[config.mk]
export PLATFORM = sky130hd
export DESIGN_NAME = tileLayerGen
export DESIGN_NICKNAME = d
export VERILOG_FILES = /design/src/source/tilePkg.sv /design/src/source/videoTimingPkg.sv /design/src/source/colorOutput.sv /design/src/source/cpuInterface.sv /design/src/source/pixelSelect.sv /design/src/source/tileFetch.sv /design/src/source/tileLayerGen.sv /design/src/source/videoTiming.sv
export VERILOG_INCLUDE_DIRS = /design/src /design/src/include
export SDC_FILE = /design/constraint.sdc
export NUM_CORES = 1
export LEC_CHECK = 0
export ABC_CLOCK_PERIOD_IN_PS = 3000
export BUFFER_PORTS_ARGS = -buffer_cell sky130_fd_sc_hd__buf_4
export CORE_MARGIN = 2
export CORE_UTILIZATION = 60
export CTS_CLUSTER_SIZE = 24
export DETAILED_ROUTE_END_ITERATION = 10
export PLACE_DENSITY = 0.81
export REMOVE_ABC_BUFFERS = 1
export SKIP_LAST_GASP = 1
export SLEW_MARGIN = 15
export SYNTH_ARGS = -nofsm -noshare
export SYNTH_HDL_FRONTEND = slang
export SYNTH_SLANG_ARGS = --single-unit
[constraint.sdc]
create_clock -name M24 -period 3 [get_ports M24]
set_input_delay 0.3 -clock M24 [delete_from_list [all_inputs] [get_ports M24]]
set_output_delay 0.3 -clock M24 [all_outputs]
set_load 0.02 [all_outputs]
[src/include/tileGen_macros.svh]
//**************************************************
// Raster timing and pixel pipeline constants for
// the tile layer generator
//**************************************************

`ifndef TILEGEN_MACROS_SVH
`define TILEGEN_MACROS_SVH

// Horizontal raster, in pixels
`define H_TOTAL       384   // Pixels per line
`define H_VISIBLE     320   // Active pixels
`define H_SYNC_START  336   // First NHSY low pixel
`define H_SYNC_END    368   // First pixel after sync

// Vertical raster, in lines
`define V_TOTAL       264   // Lines per frame
`define V_VISIBLE     240   // Active lines
`define V_SYNC_START  248   // First NVSY low line
`define V_SYNC_END    252   // First line after sync

// Pixel pipeline
`define PIXEL_DIV     4     // M24 cycles per pixel
`define PIXEL_LATENCY 2     // Pixels from hCount to output pins
`define TILE_WIDTH    8     // Pixels per tile row

`endif

[src/source/tilePkg.sv]
//**************************************************
// Tile data types: ROM word, attribute, pixel
// index and color words
//**************************************************

`default_nettype none

package tilePkg;

    // Four bit-plane bytes, plane p in bits 8p+7:8p, bit n is pixel n
    typedef logic [3:0][7:0] tileWord_t;

    typedef logic [7:0] colorAttr_t;   // COL, bit 0 requests flip
    typedef logic [2:0] pixelIndex_t;  // Column inside a tile
    typedef logic [3:0] colorIndex_t;  // One bit per plane
    typedef logic [11:0] colorOut_t;   // Layer color word to the mixer

endpackage

`default_nettype wire

[src/source/videoTimingPkg.sv]
//**************************************************
// Raster counter types
//**************************************************

`default_nettype none

package videoTimingPkg;

    // Pixel position within a line, 0 to 383
    typedef logic [8:0] hCount_t;

    // Line number within a frame, 0 to 263
    typedef logic [8:0] vCount_t;

endpackage

`default_nettype wire

[src/source/colorOutput.sv]
//**************************************************
// Color output: 12-bit layer color and opaque flag
//**************************************************

`default_nettype none

module colorOutput (
    input  wire                  M24,
    input  wire                  rstN,
    input  wire                  pixelEn,
    input  wire  tilePkg::colorIndex_t pixel,
    input  wire  tilePkg::colorAttr_t  attr,
    output tilePkg::colorOut_t   color,
    output logic                 opaque
);

    // Bits 11:8 from COL 3:0, bits 7:4 from COL 7:4, pixel below
    always_ff @(posedge M24 or negedge rstN) begin
        if (!rstN) begin
            color  <= '0;
            opaque <= 1'b0;
        end else if (pixelEn) begin
            color  <= {attr[3:0], attr[7:4], pixel};
            opaque <= |pixel;     // Pen 0 is transparent
        end
    end

endmodule

`default_nettype wire

[src/source/cpuInterface.sv]
//**************************************************
// CPU port: flip control register and ROM byte
// readback
//**************************************************

`default_nettype none

module cpuInterface (
    input  wire                 M24,
    input  wire                 rstN,
    input  wire  [1:0]          busAddr,
    input  wire                 busRead,
    input  wire                 busWrite,
    input  wire  [7:0]          busDataIn,
    input  wire  tilePkg::tileWord_t vc,
    output logic [7:0]          busDataOut,
    output logic                busOutEn,
    output logic                flipAll,
    output logic                flipAttrEn
);

    // Control bits and read strobe
    always_ff @(posedge M24 or negedge rstN) begin
        if (!rstN) begin
            flipAll    <= 1'b0;
            flipAttrEn <= 1'b0;
            busOutEn   <= 1'b0;
        end else begin
            busOutEn <= busRead;             // Data valid one cycle after read
            if (busWrite) begin
                flipAll    <= busDataIn[0];  // Flip every tile
                flipAttrEn <= busDataIn[1];  // Honour COL bit 0
            end
        end
    end

    // Plane byte picked by address
    always_ff @(posedge M24) begin
        if (busRead) begin
            busDataOut <= vc[busAddr];
        end
    end

endmodule

`default_nettype wire

[src/source/pixelSelect.sv]
//**************************************************
// Pixel select: one bit from each plane at the
// (optionally mirrored) column
//**************************************************

`default_nettype none

module pixelSelect (
    input  wire                  M24,
    input  wire                  rstN,
    input  wire                  pixelEn,
    input  wire  tilePkg::pixelIndex_t position,
    input  wire  tilePkg::tileWord_t   tile,
    input  wire  tilePkg::colorAttr_t  attr,
    input  wire                  flip,
    output tilePkg::colorIndex_t pixel,
    output tilePkg::colorAttr_t  attrOut
);
    import tilePkg::*;

    pixelIndex_t bitIndex;
    colorIndex_t planeBits;

    assign bitIndex = flip ? ~position : position;  // Mirror is 7 - n

    // Planar decode, plane p gives pixel bit p
    always_comb begin
        for (int p = 0; p < $bits(colorIndex_t); p++) begin
            planeBits[p] = tile[p][bitIndex];
        end
    end

    always_ff @(posedge M24 or negedge rstN) begin
        if (!rstN) begin
            pixel   <= '0;
            attrOut <= '0;
        end else if (pixelEn) begin
            pixel   <= planeBits;
            attrOut <= attr;      // Attribute travels with its pixel
        end
    end

endmodule

`default_nettype wire

[src/source/tileFetch.sv]
//**************************************************
// Tile fetch: ROM word and attribute capture,
// flip resolution per tile
//**************************************************

`default_nettype none

module tileFetch (
    input  wire                  M24,
    input  wire                  rstN,
    input  wire                  tileLoad,
    input  wire  tilePkg::tileWord_t  vc,
    input  wire  tilePkg::colorAttr_t col,
    input  wire                  flipAll,
    input  wire                  flipAttrEn,
    output tilePkg::tileWord_t   tile,
    output tilePkg::colorAttr_t  attr,
    output logic                 flip
);

    logic tileFlip;

    // Global flip, inverted again by the tile's own request
    assign tileFlip = flipAll ^ (flipAttrEn & col[0]);

    always_ff @(posedge M24 or negedge rstN) begin
        if (!rstN) begin
            tile <= '0;           // Transparent until first fetch
            attr <= '0;
            flip <= 1'b0;
        end else if (tileLoad) begin
            tile <= vc;           // Next tile's planes
            attr <= col;
            flip <= tileFlip;     // Held for the whole tile
        end
    end

endmodule

`default_nettype wire

[src/source/tileLayerGen.sv]
//**************************************************
// Tile layer generator top: timing, CPU port,
// layer A and fix layer pixel chains
//**************************************************

`default_nettype none

module tileLayerGen (
    input  wire                  M24,
    input  wire                  rstN,
    input  wire  tilePkg::tileWord_t   VC,
    input  wire  tilePkg::colorAttr_t  COL,
    input  wire  tilePkg::pixelIndex_t zaH,
    input  wire  [1:0]           busAddr,
    input  wire                  busRead,
    input  wire                  busWrite,
    input  wire  [7:0]           busDataIn,
    output tilePkg::colorOut_t   DSA,
    output logic [7:0]           DFI,
    output logic                 NSAC,
    output logic                 NFIC,
    output logic                 NHBK,
    output logic                 NVBK,
    output logic                 NHSY,
    output logic                 NVSY,
    output logic                 NCSY,
    output logic                 M12,
    output logic                 M6,
    output logic                 P1H,
    output logic [7:0]           busDataOut,
    output logic                 busOutEn
);
    import tilePkg::*;

    logic        pixelEn;
    logic        tileLoad;
    pixelIndex_t hPixel;         // Fix layer column
    logic        flipAll;
    logic        flipAttrEn;
    tileWord_t   layerATile;
    tileWord_t   fixTile;
    colorAttr_t  layerAAttr;
    colorAttr_t  fixAttr;
    logic        layerAFlip;
    logic        fixFlip;
    colorIndex_t layerAPixel;
    colorIndex_t fixPixel;
    colorAttr_t  layerAPixAttr;
    colorAttr_t  fixPixAttr;
    colorOut_t   fixColor;

    videoTiming i_videoTiming (
        .M24(M24), .rstN(rstN), .pixelEn(pixelEn), .tileLoad(tileLoad), .hPixel(hPixel),
        .NHBK(NHBK), .NVBK(NVBK), .NHSY(NHSY), .NVSY(NVSY), .NCSY(NCSY),
        .M12(M12), .M6(M6), .P1H(P1H)
    );

    cpuInterface i_cpuInterface (
        .M24(M24), .rstN(rstN), .busAddr(busAddr), .busRead(busRead), .busWrite(busWrite),
        .busDataIn(busDataIn), .vc(VC), .busDataOut(busDataOut), .busOutEn(busOutEn),
        .flipAll(flipAll), .flipAttrEn(flipAttrEn)
    );

    // Layer A, column from external scroll
    tileFetch i_layerAFetch (
        .M24(M24), .rstN(rstN), .tileLoad(tileLoad), .vc(VC), .col(COL),
        .flipAll(flipAll), .flipAttrEn(flipAttrEn),
        .tile(layerATile), .attr(layerAAttr), .flip(layerAFlip)
    );

    pixelSelect i_layerASelect (
        .M24(M24), .rstN(rstN), .pixelEn(pixelEn), .position(zaH), .tile(layerATile),
        .attr(layerAAttr), .flip(layerAFlip), .pixel(layerAPixel), .attrOut(layerAPixAttr)
    );

    colorOutput i_layerAColor (
        .M24(M24), .rstN(rstN), .pixelEn(pixelEn), .pixel(layerAPixel),
        .attr(layerAPixAttr), .color(DSA), .opaque(NSAC)
    );

    // Fix layer, column from the raster counter
    tileFetch i_fixFetch (
        .M24(M24), .rstN(rstN), .tileLoad(tileLoad), .vc(VC), .col(COL),
        .flipAll(flipAll), .flipAttrEn(flipAttrEn),
        .tile(fixTile), .attr(fixAttr), .flip(fixFlip)
    );

    pixelSelect i_fixSelect (
        .M24(M24), .rstN(rstN), .pixelEn(pixelEn), .position(hPixel), .tile(fixTile),
        .attr(fixAttr), .flip(fixFlip), .pixel(fixPixel), .attrOut(fixPixAttr)
    );

    colorOutput i_fixColor (
        .M24(M24), .rstN(rstN), .pixelEn(pixelEn), .pixel(fixPixel),
        .attr(fixPixAttr), .color(fixColor), .opaque(NFIC)
    );

    assign DFI = fixColor[7:0];  // Fix layer has no upper palette bits

endmodule

`default_nettype wire

[src/source/videoTiming.sv]
//**************************************************
// Video timing: M12/M6 dividers, pixel strobe,
// raster counters, blanking and sync outputs
//**************************************************

`default_nettype none
`include "tileGen_macros.svh"

module videoTiming (
    input  wire                  M24,
    input  wire                  rstN,
    output logic                 pixelEn,
    output logic                 tileLoad,
    output tilePkg::pixelIndex_t hPixel,
    output logic                 NHBK,
    output logic                 NVBK,
    output logic                 NHSY,
    output logic                 NVSY,
    output logic                 NCSY,
    output logic                 M12,
    output logic                 M6,
    output logic                 P1H
);
    import videoTimingPkg::*;

    localparam int DivWidth = $clog2(`PIXEL_DIV);
    localparam logic [3:0] FlagsReset = 4'b0011;  // Blanked, no sync

    logic [DivWidth-1:0] divCnt;                  // M24 phase inside a pixel
    hCount_t             hCount;
    vCount_t             vCount;
    logic                hVisible;
    logic                vVisible;
    logic                hSyncN;
    logic                vSyncN;
    logic [3:0]          flagPipe [`PIXEL_LATENCY];  // {hVis, vVis, hSyncN, vSyncN}

    always_ff @(posedge M24 or negedge rstN) begin
        if (!rstN) begin
            divCnt <= '0;
        end else begin
            divCnt <= divCnt + 1'b1;
        end
    end

    assign M12     = divCnt[0];             // Half of M24
    assign M6      = divCnt[DivWidth-1];    // Quarter of M24
    assign pixelEn = (divCnt == DivWidth'(`PIXEL_DIV / 2));  // Cycle right after M6 rise

    always_ff @(posedge M24 or negedge rstN) begin
        if (!rstN) begin
            hCount <= '0;
            vCount <= '0;
        end else if (pixelEn) begin
            if (hCount == hCount_t'(`H_TOTAL - 1)) begin
                hCount <= '0;
                if (vCount == vCount_t'(`V_TOTAL - 1)) begin
                    vCount <= '0;  // New frame
                end else begin
                    vCount <= vCount + 1'b1;
                end
            end else begin
                hCount <= hCount + 1'b1;
            end
        end
    end

    assign hPixel   = hCount[2:0];
    assign tileLoad = pixelEn && (hCount[2:0] == 3'(`TILE_WIDTH - 1));  // Last column of tile
    assign P1H      = hCount[0];

    // Raw raster flags for the current hCount
    assign hVisible = (hCount < hCount_t'(`H_VISIBLE));
    assign vVisible = (vCount < vCount_t'(`V_VISIBLE));
    assign hSyncN   = !((hCount >= hCount_t'(`H_SYNC_START)) && (hCount < hCount_t'(`H_SYNC_END)));
    assign vSyncN   = !((vCount >= vCount_t'(`V_SYNC_START)) && (vCount < vCount_t'(`V_SYNC_END)));

    // Delay flags to line up with the pixel pipeline
    always_ff @(posedge M24 or negedge rstN) begin
        if (!rstN) begin
            for (int i = 0; i < `PIXEL_LATENCY; i++) begin
                flagPipe[i] <= FlagsReset;
            end
        end else if (pixelEn) begin
            flagPipe[0] <= {hVisible, vVisible, hSyncN, vSyncN};
            for (int i = 1; i < `PIXEL_LATENCY; i++) begin
                flagPipe[i] <= flagPipe[i-1];
            end
        end
    end

    assign NHBK = flagPipe[`PIXEL_LATENCY-1][3];
    assign NVBK = flagPipe[`PIXEL_LATENCY-1][2];
    assign NHSY = flagPipe[`PIXEL_LATENCY-1][1];
    assign NVSY = flagPipe[`PIXEL_LATENCY-1][0];
    assign NCSY = NHSY & NVSY;  // Composite sync, low if either is low

endmodule

`default_nettype wire

Word-level counts from Yosys, hierarchy flattened
Cells that the tools add are included.
{ "totals": {"regBits": 118, "input_bits": 57, "word_cells": 73} }
{ "classes": {"add_sub_neg": 3, "n_lt_le_gt_ge": 9, "n_eq_ne": 4, "muxes": 22, "n_bitwise": 5, "n_reduce_logical": 8} }
{ "ops": {"columns": ["operator", "count"], "rows": [
  ["binary-select mux 1 bit (select 3 bit)", 8],
  ["adder 9 x 1 -> 9 bit, second input constant", 2],
  ["== test 9 bit, second input constant", 2],
  ["< comparator 9 x 8 -> 1 bit, second input constant", 2],
  ["< comparator 9 bit, second input constant", 2],
  ["2-to-1 mux 9 bit", 2],
  ["binary-select mux 8 bit (select 2 bit)", 1],
  ["greater-or-equal comparator 9 x 8 -> 1 bit, second input constant", 1],
  ["greater-or-equal comparator 9 bit, second input constant", 1],
  ["< comparator 3 x 4 -> 1 bit, second input constant", 2],
  ["2-to-1 mux 1 bit", 8],
  ["2-to-1 mux 8 bit", 1],
  ["OR reduction 4 bit", 2],
  ["2-to-1 mux 3 bit", 2],
  ["NOT 3 bit", 2],
  ["== test 3 bit, second input constant", 1],
  ["logical AND 1 bit", 3],
  ["< comparator 2 x 3 -> 1 bit, second input constant", 1],
  ["adder 2 x 1 -> 2 bit, second input constant", 1],
  ["bitwise AND 1 bit", 2],
  ["== test 2 bit, second input constant", 1],
  ["logical NOT 1 bit", 2],
  ["AND reduction 2 bit", 1],
  ["bitwise XOR 1 bit", 1]
]} }

Longest topological paths before layout
{ "depth": {"word_depth": 4, "ltp_mapped": 7, "depth_no_buf": 6} }

Hierarchy
A second synthesis with hierarchy kept.
{ "unflattened": {"cells_unflattened": 503, "area_unflattened_um2": 8280.4} }
{ "modules_own_cells": {"columns": ["mod", "n_inst", "cells_each", "area_per_inst_um2", "seq_area_each_um2"], "rows": [
  ["tileFetch", 2, 90, 1737.9, 1026.0],
  ["pixelSelect", 2, 62, 959.7, 300.3],
  ["videoTiming", 1, 118, 1317.5, 705.7],
  ["colorOutput", 2, 29, 516.7, 325.3],
  ["cpuInterface", 1, 23, 534.3, 315.3]
]} }

Worst setup path before layout
OpenSTA, ideal clock, no wires.
{ "synth_timing": {"kind": "register to register", "start": "register i_videoTiming.hCount[0]", "end": "register i_fixFetch.tile[22] in the netlist's numbering", "t_arrival_ns": 1.786, "required_ns": 2.875, "setup_slack_ns": 1.089, "path_stages_with_launch": 6, "period_less_slack_ns": 1.911, "path_cell_list": "dfrtp_1 ha_1 ha_1 nand2_1 buf_1 mux2_2"} }
{ "synth_between": {"elab_chain_len": 2} }
{ "synth_lines": {"columns": ["element", "line_no", "text"], "rows": [
  ["start: declaration", "videoTiming.sv:30", "hCount_t hCount;"],
  ["start signal: assignment", "videoTiming.sv:63", "hCount <= hCount + 1'b1;"],
  ["== test 3 bit", "videoTiming.sv:69", "assign tileLoad = pixelEn && (hCount[2:0] == 3'(`TILE_WIDTH - 1));"],
  ["logical AND 1 bit", "videoTiming.sv:69", null],
  ["end signal: assignment", "tileFetch.sv:32", "tile <= vc;"],
  ["end: declaration", "tileFetch.sv:16", "output tilePkg::tileWord_t tile,"]
]} }
No other way between the ends.
A chain may end at the register's enable or synchronous reset.

Final worst setup path
{ "layout_timing": {"start": "register i_videoTiming.hCount[1]", "end": "register i_videoTiming.vCount[7]"} }
{ "layout_between": {"elab_chain_len": 2} }
{ "layout_lines": {"columns": ["element", "line_no", "text"], "rows": [
  ["== test 9 bit", "videoTiming.sv:55", "if (hCount == hCount_t'(`H_TOTAL - 1)) begin"],
  ["AND reduction 2 bit (no source line)", null, null],
  ["end signal: assignment", "videoTiming.sv:60", "vCount <= vCount + 1'b1;"],
  ["end: declaration", "videoTiming.sv:31", "vCount_t vCount;"]
]} }
No other way between the ends.

==> results_dict.tcl <==
set metrics [dict create \
    max_stage_delay_ns 0.67 \
    async_reset_ff_share_pct 93.0 \
    leakage_nw 2.91 \
    cts_setup_buffers 0 \
    crit_fanout 14 \
    htree_num_levels 4 \
    antenna_found_initial 0 \
    r2r_setup_slack_ns 0.80 \
    holdPathStages 2 \
    stdcell_area_um2 7020 \
    clock_sinks 114 \
    fin_crit_ns 2.20 \
    peakVddDrop_v 0.000441 \
    drc_errors 0 \
    maxCapViolations 0 \
    power.density_nw_per_um2 580 \
    fin_crit_sh_pct 73.2 \
    cts_made_buffers 17 \
    end_kind "flop" \
    r2r-end "i_videoTiming.vCount[7]" \
    drive_above_1_share_pct 41.3 \
    nFillCells 632 \
    grt.total_usage_pct 26.0 \
    syn-cell-area_um2 5740 \
    grt_pass1_vias 4105 \
    reg2regPathDepth 6 \
    syn2layout_area_growth_pct 22.2 \
    rsz0062_at_grt "false" \
    grt_pass1_wl_mm 20.5 \
    status "finished clean" \
    cts_root_buf "clkbuf_8" \
    core_um2 9280 \
    die_w_um 102 \
    maxSlewViolCount 0 \
    syn_inst 449 \
    wirelength_mm 12.3 \
    clk_latency_ns 0.52 \
    synth_warnings 0 \
    setup_viol 0 \
    cp_slowest_cell "nor3_2" \
    cts_tree "yes" \
    worst_pin_slew_ns 0.714 \
    dpl-instance-area_um2 6440 \
    clockBufferDepth 2 \
    hold_viol_final 0 \
    netlist.area_leader.share_pct 44.4 \
    timing.rr.start "i_videoTiming.hCount[1]" \
    seqCellArea_um2 2900 \
    hold_start "COL[1]" \
    synth_edf_count 8 \
    min_to "i_layerAFetch.attr[1]" \
    via_count 4061 \
    die_h_um 102 \
    ys.flop_type "dfrtp_1" \
    wl_per_cell_um 18.1 \
    gp_congestion 0.841 \
    ys_seq_area_share_pct 50.5 \
    ys_ff_latch 114 \
    yosysTopAreaCell "dfrtp_1" \
    yosys-top-cells-area "dfrtp_1 (44%), mux2_2 (16%), mux2i_1 (6.6%)" \
    drtAntennaViolNets 0 \
    row_count 35 \
    critPathArrivalTime_ns 2.60 \
    whs_ns 0.0102 \
    dp_hpwl_mm 8.49 \
    antennaDiodeCount 0 \
    path_cells "buf_4 > ha_1 > nand3_1 > nor3_2 > nand4_1 > xnor2_1" \
    first_iter_violations 290 \
    io_pins 96 \
    startpoint_type "flop" \
    critPathKind "reg -> reg" \
    start_util_pct 61.9 \
    preCtsSetupSlack_ns 0.867 \
    drt-pass1-iter-count 4 \
    ys_types 55 \
    cp.required_ns 3.40 \
    multiInputGateArea_um2 2620 \
    finalClockSkew_ns 0.0151 \
    overflow 0 \
    fin_nets 600 \
    final.setup.worst_slack_ns 0.804 \
    clkSlewWorstSetupHoldPaths_ns 0.06 \
    viasPerCell 5.96 \
    io_buffers 89 \
    avgSynthCellArea_um2 12.8 \
    relSlewSlack_pct 52.1 \
    hold_path.class "in -> reg" \
    clock.fmax_ghz 0.455 \
    final_cell_mix "dfrtp_1 (102), buf_4 (96), mux2_2 (82)" \
    grt_max_degree 55 \
    layout_commonest_cell "dfrtp_1" \
    dieArea_um2 10400 \
]
## registers in the layout (all words and copies together), names as in the netlist, 2 cells and up
signal / cells
i_cpuInterface.busDataOut: 8
i_fixColor.color: 7
i_fixFetch.tile: 32
i_fixSelect.attrOut: 8
i_fixSelect.pixel: 4
i_layerAColor.color: 9
i_layerAFetch.attr: 8
i_layerASelect.pixel: 4
i_videoTiming.divCnt: 2
i_videoTiming.flagPipe: 4
i_videoTiming.hCount: 9
i_videoTiming.vCount: 9
## worst max path at each step
| stage | from | to | slack (ns) | depth (start not counted) |
|---|---|---|---|---|
| final | i_videoTiming.hCount[1] | i_videoTiming.vCount[7] | 0.80 | 6 |
| after global routing | i_videoTiming.hCount[1] | i_videoTiming.vCount[7] | 0.62 | 6 |
| after CTS | i_videoTiming.hCount[1] | i_videoTiming.vCount[7] | 0.85 | 6 |
| after global placement | i_videoTiming.hCount[1] | i_videoTiming.vCount[7] | 0.93 | 6 |
| after detailed placement | i_videoTiming.hCount[1] | i_videoTiming.vCount[7] | 0.87 | 6 |
| after floorplan | i_videoTiming.divCnt[0] | i_fixFetch.tile[0] | -0.77 | 4 |
## cell type report
| type | count | share of cell area (%) |
|---|---|---|
| Tap cell | 129 | 2.30 |
| Inverter | 11 | 0.588 |
| Multi-Input combinational cell | 296 | 37.3 |
| Sequential cell | 114 | 41.3 |
| Clock inverter | 10 | 1.57 |
| Clock buffer | 22 | 6.31 |
| Timing Repair Buffer | 99 | 10.7 |
## stage by stage
step / power (mW) / std cells / setup TNS [ns] / util, %
final: 4.07 / 681 / 0 / 75.6
after CTS: 4.10 / 679 / 0 / 75.4
after global placement: 2.21 / 646 / 0 / 69.3
after floorplan: 1.99 / 421 / -32.27 / -
after global routing: 4.23 / 681 / 0 / 75.6
after detailed placement: 2.23 / 646 / 0 / 69.3
## timing repair
action,4_1_cts,5_1_grt
gates resized for setup,0,0
hold buffers,1,2
hold endpoints to repair,48,2
## where the power goes
| group | total (mW) | switching (mW) | internal (mW) |
|---|---|---|---|
| logic | 0.453 | 0.221 | 0.232 |
| registers | 1.76 | 0.0929 | 1.66 |
| clock network | 1.86 | 0.665 | 1.20 |
| total | 4.07 | 0.978 | 3.09 |
## synthesized netlist by cell type, types with 5 or more instances
master	count
dfrtp_1	102
o22ai_1	7
inv_1	11
o32ai_1	6
buf_2	13
mux2i_1	38
nand4_1	5
edfxtp_1	8
a21oi_1	13
o221ai_1	12
mux2_2	82
nand3_1	7
o21ai_0	10
xnor2_1	9
a22oi_1	8
mux4_2	10
nand2_1	17
nor2_1	17
buf_6	5
## cells by family after synthesis
| kind of cell | synth area share (%) |
|---|---|
| flip-flops | 50.5 |
| XOR/XNOR | 1.68 |
| buffers and inverters | 4.03 |
| multiplexers | 26.8 |
| adder cells (fa/ha/maj) | 0.871 |
| AND/OR/NAND/NOR | 7.60 |
| AO/OA/AOI/OAI | 8.54 |
## worst max-delay path, delay by kind of cell, from the launching register on
kind | cells | cell delay (ns)
buffers and inverters | 1 | 0.20
adder cells (fa/ha/maj) | 1 | 0.25
AND/OR/NAND/NOR | 3 | 1.12
XOR/XNOR | 1 | 0.19
flip-flops | 1 | 0.32
## layer usage
layer / vias up / share of wire, % / track usage, %
li1: 1878 / - / -
met1: 2025 / 42 / 33.4
met3: 18 / 8.5 / 9.85
met4: 0 / 1.6 / 9.23
met5: - / 0 / 0
met2: 140 / 48 / 40.7
No activity file was read; power rests on OpenSTA's default activity.
